### config.mk
export PLATFORM = sky130hd
export DESIGN_NAME = rosetta_core
export DESIGN_NICKNAME = d
export VERILOG_FILES = /design/src/hw/rosetta_pkg.sv /design/src/hw/mac_lane.sv /design/src/hw/mac_array.sv /design/src/hw/zero_skip_unit.sv /design/src/hw/core_sequencer.sv /design/src/hw/rosetta_core.sv
export SDC_FILE = /design/constraint.sdc
export NUM_CORES = 2
export LEC_CHECK = 0
export ABC_AREA = 1
export ABC_CLOCK_PERIOD_IN_PS = 8270
export BUFFER_PORTS_ARGS = -buffer_cell sky130_fd_sc_hd__buf_2
export CAP_MARGIN = 20
export CORE_MARGIN = 1
export CORE_UTILIZATION = 63
export CTS_CLUSTER_SIZE = 30
export DETAILED_ROUTE_END_ITERATION = 6
export PLACE_DENSITY = 0.83
export SKIP_CTS_REPAIR_TIMING = 1
export SYNTH_ARGS = -nofsm -noshare
export SYNTH_HDL_FRONTEND = slang
export SYNTH_SLANG_ARGS = --single-unit
### constraint.sdc
create_clock -name clk -period 8.27 [get_ports clk]
set_clock_uncertainty 0.15 [all_clocks]
set_input_delay 1.654 -clock clk [delete_from_list [all_inputs] [get_ports clk]]
set_output_delay 1.654 -clock clk [all_outputs]
set_load 0.01 [all_outputs]
### src/hw/rosetta_pkg.sv
// Shared widths, instruction layout and FSM encodings for the sparse MxV engine
// num_pe and word_w are only defaults, the core takes both as parameters
// acc_w here matches the defaults and mac_array derives its own from its parameters
package rosetta_pkg;

    // Lane count must stay a power of 2
    localparam int num_pe = 8;
    localparam int word_w = 8;

    // Room for a bias plus num_pe full-scale signed products
    localparam int acc_w = 2 * word_w + $clog2(num_pe) + 1;

    typedef logic [31:0] inst_t;
    typedef logic [7:0]  pc_t;
    typedef logic [4:0]  row_addr_t;
    typedef logic [10:0] waddr_t;

    // Instruction field positions
    // Bits 4:0 are reserved and expected to be zero
    localparam int op_msb   = 31;
    localparam int op_lsb   = 30;
    localparam int dst_msb  = 29;
    localparam int dst_lsb  = 25;
    localparam int bias_msb = 24;
    localparam int bias_lsb = 20;
    localparam int x_msb    = 19;
    localparam int x_lsb    = 16;
    localparam int wb_msb   = 15;
    localparam int wb_lsb   = 5;

    typedef enum logic [1:0] {
        op_nop  = 2'd0,
        op_mvma = 2'd1,
        op_halt = 2'd2
    } opcode_e;

    typedef enum logic [2:0] {
        st_fetch,
        st_decode,
        st_load,
        st_scan,
        st_drain,
        st_write,
        st_halt
    } seq_state_e;

endpackage

### src/hw/mac_lane.sv
`timescale 1ns/1ps
// One signed multiply-accumulate lane
// The result is the accumulator clamped to the signed word_w range
module mac_lane #(
    parameter int word_w = rosetta_pkg::word_w,
    parameter int acc_w  = rosetta_pkg::acc_w
) (
    input  logic                        clk,
    input  logic                        rst,
    input  logic                        bias_load,
    input  logic signed [word_w-1:0]    bias,
    input  logic                        acc_en,
    input  logic signed [word_w-1:0]    act,
    input  logic signed [word_w-1:0]    weight,
    output logic signed [word_w-1:0]    result
);

    localparam logic signed [acc_w-1:0] sat_max = acc_w'((1 << (word_w - 1)) - 1);
    localparam logic signed [acc_w-1:0] sat_min = -sat_max - 1;

    logic signed [acc_w-1:0]      acc_q;
    logic signed [2*word_w-1:0]   prod;

    assign prod = act * weight;

    always_ff @(posedge clk) begin
        if (rst) begin
            acc_q <= '0;
        end else if (bias_load) begin
            acc_q <= {{(acc_w-word_w){bias[word_w-1]}}, bias};
        end else if (acc_en) begin
            acc_q <= acc_q + prod;
        end
    end

    always_comb begin
        if (acc_q > sat_max) begin
            result = sat_max[word_w-1:0];
        end else if (acc_q < sat_min) begin
            result = sat_min[word_w-1:0];
        end else begin
            result = acc_q[word_w-1:0];
        end
    end

endmodule

### src/hw/mac_array.sv
`timescale 1ns/1ps
// Row of MAC lanes fed one broadcast activation element per step
// mac_step and elem_idx are delayed one cycle so they meet wm_rdata
module mac_array #(
    parameter int num_pe = rosetta_pkg::num_pe,
    parameter int word_w = rosetta_pkg::word_w
) (
    input  logic                        clk,
    input  logic                        rst,
    input  logic                        row_load,
    input  logic                        mac_clear,
    input  logic                        mac_step,
    input  logic [$clog2(num_pe)-1:0]   elem_idx,
    input  logic [num_pe*word_w-1:0]    act_row,
    input  logic [num_pe*word_w-1:0]    bias_row,
    input  logic [num_pe*word_w-1:0]    weight_row,
    output logic [num_pe*word_w-1:0]    result_row
);

    localparam int acc_w = 2 * word_w + $clog2(num_pe) + 1;

    logic [num_pe*word_w-1:0]   act_q;
    logic                       step_q;
    logic [$clog2(num_pe)-1:0]  idx_q;
    logic [word_w-1:0]          act_elem;

    always_ff @(posedge clk) begin
        if (row_load) begin
            act_q <= act_row;
        end
        idx_q <= elem_idx;
    end

    always_ff @(posedge clk) begin
        if (rst) begin
            step_q <= 1'b0;
        end else begin
            step_q <= mac_step;
        end
    end

    assign act_elem = act_q[idx_q * word_w +: word_w];

    for (genvar k = 0; k < num_pe; k++) begin : g_lane
        mac_lane #(
            .word_w(word_w),
            .acc_w (acc_w)
        ) lane_inst (
            .clk       (clk),
            .rst       (rst),
            .bias_load (mac_clear),
            .bias      (bias_row[k*word_w +: word_w]),
            .acc_en    (step_q),
            .act       (act_elem),
            .weight    (weight_row[k*word_w +: word_w]),
            .result    (result_row[k*word_w +: word_w])
        );
    end

endmodule

### src/hw/zero_skip_unit.sv
`timescale 1ns/1ps
// Remaining presence mask with a leading-zero count over it
// Element k sits at mask bit num_pe-1-k so the leading one is the lowest k
// num_pe must be a power of 2 and at least 2
module zero_skip_unit #(
    parameter int num_pe = rosetta_pkg::num_pe
) (
    input  logic                        clk,
    input  logic                        rst,
    input  logic                        mask_load,
    input  logic                        scan_step,
    input  logic [num_pe-1:0]           mask_in,
    output logic                        elem_valid,
    output logic [$clog2(num_pe)-1:0]   elem_idx,
    output logic                        elem_last
);

    localparam int idx_w = $clog2(num_pe);
    localparam logic [num_pe-1:0] msb_one = {1'b1, {(num_pe-1){1'b0}}};

    logic [num_pe-1:0] mask_q;
    logic [num_pe-1:0] sel;
    logic [num_pe-1:0] rest;

    // Leading-zero count, higher bits come later in the loop and win
    always_comb begin
        elem_idx = '0;
        for (int i = 0; i < num_pe; i++) begin
            if (mask_q[i]) begin
                elem_idx = idx_w'(num_pe - 1 - i);
            end
        end
    end

    assign sel        = msb_one >> elem_idx;
    assign rest       = mask_q & ~sel;
    assign elem_valid = |mask_q;
    // Last element when nothing is left once the current bit is cleared
    assign elem_last  = elem_valid && !(|rest);

    always_ff @(posedge clk) begin
        if (rst) begin
            mask_q <= '0;
        end else if (mask_load) begin
            mask_q <= mask_in;
        end else if (scan_step) begin
            mask_q <= rest;
        end
    end

endmodule

### src/hw/core_sequencer.sv
`timescale 1ns/1ps
// Program counter, instruction register and the per-instruction FSM
// Every memory answers one cycle after its strobe and nothing ever stalls
// After op_halt the FSM stays parked until rst
module core_sequencer #(
    parameter int num_pe = rosetta_pkg::num_pe
) (
    input  logic                        clk,
    input  logic                        rst,
    input  rosetta_pkg::inst_t          im_rdata,

    output logic                        im_ren,
    output rosetta_pkg::pc_t            im_raddr,
    output logic                        pam_x_ren,
    output logic                        am_x_ren,
    output rosetta_pkg::row_addr_t      x_raddr,
    output logic                        bm_ren,
    output rosetta_pkg::row_addr_t      bm_raddr,
    output logic                        wm_ren,
    output rosetta_pkg::waddr_t         wm_raddr,
    output logic                        am_r_wen,
    output rosetta_pkg::row_addr_t      am_r_waddr,
    output logic                        done,

    input  logic                        elem_valid,
    input  logic                        elem_last,
    input  logic [$clog2(num_pe)-1:0]   elem_idx,

    output logic                        mask_load,
    output logic                        scan_step,
    output logic                        row_load,
    output logic                        mac_step,
    output logic                        mac_clear
);

    rosetta_pkg::seq_state_e    state_q;
    rosetta_pkg::seq_state_e    state_d;
    rosetta_pkg::pc_t           pc_q;
    rosetta_pkg::inst_t         ir_q;
    rosetta_pkg::inst_t         inst;
    rosetta_pkg::opcode_e       opcode;
    logic                       started_q;
    logic                       is_decode;
    logic                       is_scan;
    logic                       is_load;

    assign is_decode = (state_q == rosetta_pkg::st_decode);
    assign is_load   = (state_q == rosetta_pkg::st_load);
    assign is_scan   = (state_q == rosetta_pkg::st_scan);

    // The fetched word is only on im_rdata during decode, the IR holds it afterwards
    assign inst   = is_decode ? im_rdata : ir_q;
    assign opcode = rosetta_pkg::opcode_e'(inst[rosetta_pkg::op_msb:rosetta_pkg::op_lsb]);

    always_comb begin
        state_d = state_q;
        case (state_q)
            rosetta_pkg::st_fetch: begin
                if (im_ren) begin
                    state_d = rosetta_pkg::st_decode;
                end
            end
            rosetta_pkg::st_decode: begin
                case (opcode)
                    rosetta_pkg::op_mvma: state_d = rosetta_pkg::st_load;
                    rosetta_pkg::op_halt: state_d = rosetta_pkg::st_halt;
                    default:              state_d = rosetta_pkg::st_fetch;
                endcase
            end
            rosetta_pkg::st_load:  state_d = rosetta_pkg::st_scan;
            rosetta_pkg::st_scan: begin
                // An empty mask falls straight through without a weight read
                if (!elem_valid || elem_last) begin
                    state_d = rosetta_pkg::st_drain;
                end
            end
            rosetta_pkg::st_drain: state_d = rosetta_pkg::st_write;
            rosetta_pkg::st_write: state_d = rosetta_pkg::st_fetch;
            default:               state_d = rosetta_pkg::st_halt;
        endcase
    end

    always_ff @(posedge clk) begin
        if (rst) begin
            state_q   <= rosetta_pkg::st_fetch;
            pc_q      <= '0;
            started_q <= 1'b0;
        end else begin
            state_q   <= state_d;
            started_q <= 1'b1;
            if (im_ren) begin
                pc_q <= pc_q + rosetta_pkg::pc_t'(1);
            end
        end
    end

    always_ff @(posedge clk) begin
        if (is_decode) begin
            ir_q <= im_rdata;
        end
    end

    // Fetch waits one cycle after reset so no strobe shows while rst is high
    assign im_ren   = started_q && (state_q == rosetta_pkg::st_fetch);
    assign im_raddr = pc_q;

    assign pam_x_ren = is_decode && (opcode == rosetta_pkg::op_mvma);
    assign am_x_ren  = pam_x_ren;
    assign bm_ren    = pam_x_ren;
    assign x_raddr   = rosetta_pkg::row_addr_t'(inst[rosetta_pkg::x_msb:rosetta_pkg::x_lsb]);
    assign bm_raddr  = inst[rosetta_pkg::bias_msb:rosetta_pkg::bias_lsb];

    assign mask_load = is_load;
    assign row_load  = is_load;
    assign mac_clear = is_load;

    assign wm_ren    = is_scan && elem_valid;
    assign scan_step = wm_ren;
    assign mac_step  = wm_ren;
    assign wm_raddr  = inst[rosetta_pkg::wb_msb:rosetta_pkg::wb_lsb]
                     + rosetta_pkg::waddr_t'(elem_idx);

    assign am_r_wen   = (state_q == rosetta_pkg::st_write);
    assign am_r_waddr = inst[rosetta_pkg::dst_msb:rosetta_pkg::dst_lsb];

    assign done = (state_q == rosetta_pkg::st_halt);

endmodule

### src/hw/rosetta_core.sv
`timescale 1ns/1ps
// Top of the sparse matrix-vector engine
// All memories are external and answer one cycle after their read strobe
// num_pe must be a power of 2 and at least 2
module rosetta_core #(
    parameter int num_pe = rosetta_pkg::num_pe,
    parameter int word_w = rosetta_pkg::word_w
) (
    input  logic                          clk,
    input  logic                          rst,

    output logic                          im_ren,
    output rosetta_pkg::pc_t              im_raddr,
    input  rosetta_pkg::inst_t            im_rdata,

    output logic                          pam_x_ren,
    output rosetta_pkg::row_addr_t        pam_x_raddr,
    input  logic [num_pe-1:0]             pam_x_rdata,

    output logic                          am_x_ren,
    output rosetta_pkg::row_addr_t        am_x_raddr,
    input  logic [num_pe*word_w-1:0]      am_x_rdata,

    output logic                          bm_ren,
    output rosetta_pkg::row_addr_t        bm_raddr,
    input  logic [num_pe*word_w-1:0]      bm_rdata,

    output logic                          wm_ren,
    output rosetta_pkg::waddr_t           wm_raddr,
    input  logic [num_pe*word_w-1:0]      wm_rdata,

    output logic                          am_r_wen,
    output rosetta_pkg::row_addr_t        am_r_waddr,
    output logic [num_pe*word_w-1:0]      am_r_wdata,

    output logic                          done
);

    rosetta_pkg::row_addr_t     x_raddr;
    logic                       elem_valid;
    logic                       elem_last;
    logic [$clog2(num_pe)-1:0]  elem_idx;
    logic                       mask_load;
    logic                       scan_step;
    logic                       row_load;
    logic                       mac_step;
    logic                       mac_clear;

    // Presence and activation rows share one row address
    assign pam_x_raddr = x_raddr;
    assign am_x_raddr  = x_raddr;

    core_sequencer #(
        .num_pe(num_pe)
    ) sequencer_inst (
        .clk        (clk),
        .rst        (rst),
        .im_rdata   (im_rdata),
        .im_ren     (im_ren),
        .im_raddr   (im_raddr),
        .pam_x_ren  (pam_x_ren),
        .am_x_ren   (am_x_ren),
        .x_raddr    (x_raddr),
        .bm_ren     (bm_ren),
        .bm_raddr   (bm_raddr),
        .wm_ren     (wm_ren),
        .wm_raddr   (wm_raddr),
        .am_r_wen   (am_r_wen),
        .am_r_waddr (am_r_waddr),
        .done       (done),
        .elem_valid (elem_valid),
        .elem_last  (elem_last),
        .elem_idx   (elem_idx),
        .mask_load  (mask_load),
        .scan_step  (scan_step),
        .row_load   (row_load),
        .mac_step   (mac_step),
        .mac_clear  (mac_clear)
    );

    zero_skip_unit #(
        .num_pe(num_pe)
    ) zero_skip_inst (
        .clk        (clk),
        .rst        (rst),
        .mask_load  (mask_load),
        .scan_step  (scan_step),
        .mask_in    (pam_x_rdata),
        .elem_valid (elem_valid),
        .elem_idx   (elem_idx),
        .elem_last  (elem_last)
    );

    mac_array #(
        .num_pe(num_pe),
        .word_w(word_w)
    ) mac_array_inst (
        .clk        (clk),
        .rst        (rst),
        .row_load   (row_load),
        .mac_clear  (mac_clear),
        .mac_step   (mac_step),
        .elem_idx   (elem_idx),
        .act_row    (am_x_rdata),
        .bias_row   (bm_rdata),
        .weight_row (wm_rdata),
        .result_row (am_r_wdata)
    );

endmodule

; ---- Yosys cells after proc, flatten, opt, wreduce, memory -nomap -nowiden
; Cells that the tools add are included.
; Widths: inputs -> output; s select.
[op_classes]
add_sub_neg = 10
multipliers = 8
div_mod_pow = 0
magnitude_cmp = 16
eq_ne = 10
n_shift = 2
n_mux = 48
n_bitwise = 2
n_reduce_logical = 13
[op_table]
columns = cell, n
row1 = $mux 20, 16
row2 = $add 20x16->20, 8
row3 = $gt 20x8->1 const B, 8
row4 = $lt 20x8->1 const B, 8
row5 = $mux 8, 18
row6 = $mul 8x8->16, 8
row7 = $shiftx 64x7->8, 1
row8 = $mux 32, 1
row9 = $mux 3, 10
row10 = $pmux 3 s6, 1
row11 = $reduce_or 8->1, 2
row12 = $add 11x3->11, 1
row13 = $eq 3x3->1 const B, 3
row14 = $add 8x1->8 const B, 1
row15 = $and 8x8->8, 1
row16 = $not 8->8, 1
row17 = $shr 8x3->8 const A, 1
row18 = $eq 3x2->1 const B, 2
row19 = $pmux 3 s2, 1
row20 = $logic_and 1x1->1, 4
row21 = $ne 2x2->1 const B, 2
row22 = $reduce_bool 2->1, 2
row23 = $eq 3x1->1 const B, 1
row24 = $logic_not 3->1, 1
row25 = 6 further kinds, 7
[totals]
ff_bits = 280
latchBits = 0
mem_bits_rw = 0
mem_bits_ro = 0
word_cells = 126
memories = 0

; ---- Longest topological paths before layout
[depth]
ltp_word = 17
ltp_mapped = 29

; ---- Cells and area by module
; A second synthesis with hierarchy kept.
[unflattened]
hier_cells = 5661
area_unflattened_um2 = 43934.6
[modules_own_cells]
columns = mod, n_inst, cells_each, area_per_inst_um2
row1 = mac_lane at mac_array_inst.g_lane[0].lane_inst ..., 4, 635, 4829.6
row2 = mac_lane at mac_array_inst.g_lane[6].lane_inst, 1, 626, 4838.4
row3 = mac_lane at mac_array_inst.g_lane[4].lane_inst, 1, 641, 4795.8
row4 = mac_lane at mac_array_inst.g_lane[5].lane_inst, 1, 628, 4763.3
row5 = mac_lane at mac_array_inst.g_lane[7].lane_inst, 1, 620, 4723.3
row6 = mac_array, 1, 284, 2914.0
row7 = core_sequencer, 1, 235, 2020.7
row8 = zero_skip_unit, 1, 82, 523.0
row9 = rosetta_core, 1, 5, 37.5

; ---- Worst setup path after synthesis
; No wires, ideal clock.
[synth_path]
path_kind = input-to-reg
from = input port wm_rdata[40]
to = register mac_array_inst.g_lane[5].lane_inst.acc_q[19]
arrival_ns = 6.442
path_slack_ns = 1.608
cell_stages = 20
cell_sequence = inv_1 > nor2_1 > inv_1 > fa_1 > inv_1 > fa_1 > fa_1 > fa_1 > fa_1 > ha_1 > inv_1 > nor3_1 > nand2_1 > nand3_1 > nand2_1 > nand2_1 > inv_1 > nand2_1 > nand3_1 > a21oi_1
[synth_between]
elab_chain_len = 4
[synth_lines]
columns = item, line
row1 = from (decl), rosetta_core.sv:30  ; input logic [num_pe*word_w-1:0] wm_rdata,
row2 = $mul 8x8->16, mac_lane.sv:24  ; assign prod = act * weight;
row3 = $add 20x16->20, mac_lane.sv:32  ; acc_q <= acc_q + prod;
row4 = $mux 20, mac_lane.sv:31  ; end else if (acc_en) begin
row5 = $mux 20, mac_lane.sv:29  ; end else if (bias_load) begin
row6 = to (signal assigned), mac_lane.sv:30  ; acc_q <= {{(acc_w-word_w){bias[word_w-1]}}, bias};
row7 = to (signal assigned), mac_lane.sv:32
row8 = to (decl), mac_lane.sv:21  ; logic signed [acc_w-1:0] acc_q;
; Every way passes these cells. The select of a mux whose other input is x is not followed.
; A chain may end at the register's enable or synchronous reset.

; ---- Worst setup path after layout
[layout_path]
from = register mac_array_inst.idx_q[1]
to = register mac_array_inst.g_lane[2].lane_inst.acc_q[19]
[layout_between]
elab_chain_len = 5
[layout_lines]
columns = item, line
row1 = from (decl), mac_array.sv:24  ; logic [$clog2(num_pe)-1:0] idx_q;
row2 = from (signal assigned), mac_array.sv:31  ; idx_q <= elem_idx;
row3 = $shiftx 64x7->8, mac_array.sv:42  ; assign act_elem = act_q[idx_q * word_w +: word_w];
row4 = $mul 8x8->16, mac_lane.sv:24
row5 = $add 20x16->20, mac_lane.sv:32
row6 = $mux 20, mac_lane.sv:31
row7 = $mux 20, mac_lane.sv:29
row8 = to (signal assigned), mac_lane.sv:30
row9 = to (signal assigned), mac_lane.sv:32
row10 = to (decl), mac_lane.sv:21
; Every way passes these cells. The select of a mux whose other input is x is not followed.

==> impl_results.md <==
* Post-layout min period at 7620 ps
* Vias in the first global route at 35700
* Worst Hold Class: reg2reg
* DIE AREA at 66200 sq um
* Aggregate routed wire length at 108 mm
* Final Hold Vio Count at 0
* Crit. End Element: flip-flop
* Wire per inst at 17.8 microns
* I/O Buffers at 336
* Syn. warnings at 0
* Total gr overflow at 0
* Slew Limit Fails at 0
* Share of cells above drive strength 1 at 9.97%
* Initial antenna violation count at 15
* Synth-to-Final Area Change at 8.54%
* Mapped Area at 41100 sq um
* Antenna viol nets, final at 0
* Startpoint class of the critical path: flip-flop
* Synth Register Bits at 275
* Post-DP Area at 43300 sq um
* Status: finished, final reports clean
* Cells after Synth at 4938
* Worst path arrival time at 8000 ps
* Slew at the pin closest to its max-slew limit at 1010 ps
* Synth Area per Inst at 8.32 sq um
* Setup TNS at 0 ps
* Number of DRC markers in iteration 0 at 2823
* Detailed-router iteration count before antenna repair at 6
* Root buffer cell: clkbuf_16
* Area contributors post-synth: fa_1 34%, ha_1 11%, dfxtp_1 10%
* Fmax at 0.131 GHz
* Largest area contributor in the netlist: fa_1
* Final instance area at 44600 sq um
* Synth top area share at 34.4%
* Initial core utilization at 63.7%
* CTS H-tree depth at 2
* IO Count at 344
* Clock Sinks at 275
* CP required at 8650 ps
* CP max-delay cell: dfxtp_1
* Max-Cap Viols at 0
* Critical-path cell list: o21ai_0 -> o221ai_1 -> nand2_2 -> inv_2 -> nand2_1 -> fa_1 -> fa_1 -> inv_1 -> fa_1 -> inv_1 -> fa_1 -> inv_1 -> ha_1 -> ha_1 -> nand2_1 -> nor3b_1 -> nand2_1 -> nand3_1 -> inv_1 -> nand2_1 -> nand3_1 -> a21oi_1
* Detailed-route vias per instance at 5.68
* Clock buffer count from CTS at 36
* Main synth FF type: dfxtp_1
* Post-synth EDFFs at 64
* Relative slew slack at 32.8%
* Global-route wire length before repair at 178 mm
* CTS Buffer Depth at 3
* Worst skew pair latency at 600 ps
* Clock transition at the registers of the reported paths at 70 ps
* Distinct cells, synth at 47
* Most frequent cells after synthesis: 952 x inv_1, 761 x nand2_1, 705 x fa_1
* Core Footprint at 64500 sq um
* Die X at 257 microns
* Setup-failing EPs final at 0
* Row Count at 93
* Post-DP HPWL at 84.1 mm
* CTS tree: yes
* Via count at 34500
* DR DRC count at 0
* FFs w/ async S/R, synth at 0%
* Crit Path Max Fanout at 32
* Top-count cell post-synth: inv_1
* Sequential element share of the synthesized area at 15.0%
* RSZ-0062 raised after global routing: no
* Total Routing Usage GR at 33.6%
* Final net count at 6495
* Die Span Y at 257 microns
* Largest net degree at the start of global routing at 130
* RD Place Congestion at 0.943
* CP peak stage delay at 970 ps
* Critical path class: reg2reg
* Final worst path period share at 92.1%
==> metal layers <==
| metal | vias up | wire length [microns] | global-route usage, % |
|---|---|---|---|
| met4 | 12 | 4490 | 14.2 |
| met3 | 314 | 9070 | 6.53 |
| met2 | 1364 | 51900 | 55.9 |
| met5 | - | 72 | 0 |
| met1 | 16900 | 42700 | 42.9 |
| li1 | 16000 | - | - |
==> stage by stage <==
stage          hold slack, ps  util, %  cells  setup WS (ps)
2_1_floorplan             300        -   4939           1610
3_3_place_gp              301     67.2   5997           1060
3_5_place_dp              307     67.2   5998            883
4_1_cts                   321     69.1   6062            764
5_1_grt                   333     69.1   6070            308
6_report                  322     69.2   6072            652
==> kinds of logic after synthesis <==
family          synth area share [%]
flops                           15.0
compound gates                  9.97
buf+inv                         11.2
simple gates                    15.8
mux                            0.856
xor+xnor                        1.45
other cells                  0.00913
fa+ha+maj                       45.8
==> final timing paths <==
kind              cells after the start  slack, ps                                           end                    start
hold reg to reg                       1        320                       sequencer_inst.ir_q[21]  sequencer_inst.ir_q[21]
setup / recovery                     22        650  mac_array_inst.g_lane[2].lane_inst.acc_q[19]  mac_array_inst.idx_q[1]
hold / removal                        1        320                       sequencer_inst.ir_q[21]  sequencer_inst.ir_q[21]
setup reg to reg                     22        650  mac_array_inst.g_lane[2].lane_inst.acc_q[19]  mac_array_inst.idx_q[1]
==> cell usage in the layout, fill, tap and decap left out, types with 9 or more instances in the layout <==
cell,instances
dfxtp_1,211
nand3_1,169
buf_4,40
nand2_1,754
nand3b_1,34
nor4_1,29
xor2_1,35
fa_1,705
inv_1,949
mux2i_1,16
clkbuf_16,36
edfxtp_1,64
a21o_1,14
a211oi_1,10
a31oi_1,43
nor2_1,493
inv_2,21
buf_2,336
o21bai_1,17
nand4_1,32
mux2_2,17
xnor2_1,33
ha_1,374
o21ai_1,50
o21ai_0,248
clkinv_1,10
diode_2,9
o221ai_1,16
nor3_1,19
or2_2,18
a21oi_1,336
==> final cells by class <==
| cell class | instances | area, sq um |
|---|---|---|
| Tap cell | 855 | 1070 |
| Multi-Input combinational cell | 3509 | 30400 |
| Inverter | 980 | 3680 |
| Sequential cell | 275 | 6150 |
| Fill cell | 5163 | 19900 |
| Clock inverter | 18 | 264 |
| Clock buffer | 46 | 958 |
| Antenna cell | 9 | 22.5 |
| Timing Repair Buffer | 380 | 2050 |
==> sequential cells by signal, summed over array words and instances, names as in the netlist <==
signal                                 flops
sequencer_inst.im_raddr                    8
mac_array_inst.g_lane.lane_inst.acc_q    160
mac_array_inst.act_q                      64
sequencer_inst.state_q                     3
mac_array_inst.step_q                      1
zero_skip_inst.mask_q                      8
mac_array_inst.idx_q                       3
sequencer_inst.started_q                   1
sequencer_inst.ir_q                       27
==> critical path, delay by kind of cell, from the launching register on <==
kind	cells	cell delay, ps
fa+ha+maj	6	3000
simple gates	8	1550
buf+inv	5	1110
flops	1	970
compound gates	3	740
Power is not shown: default switching activity piles up to over one toggle a cycle in this logic, so the estimate is an artifact.
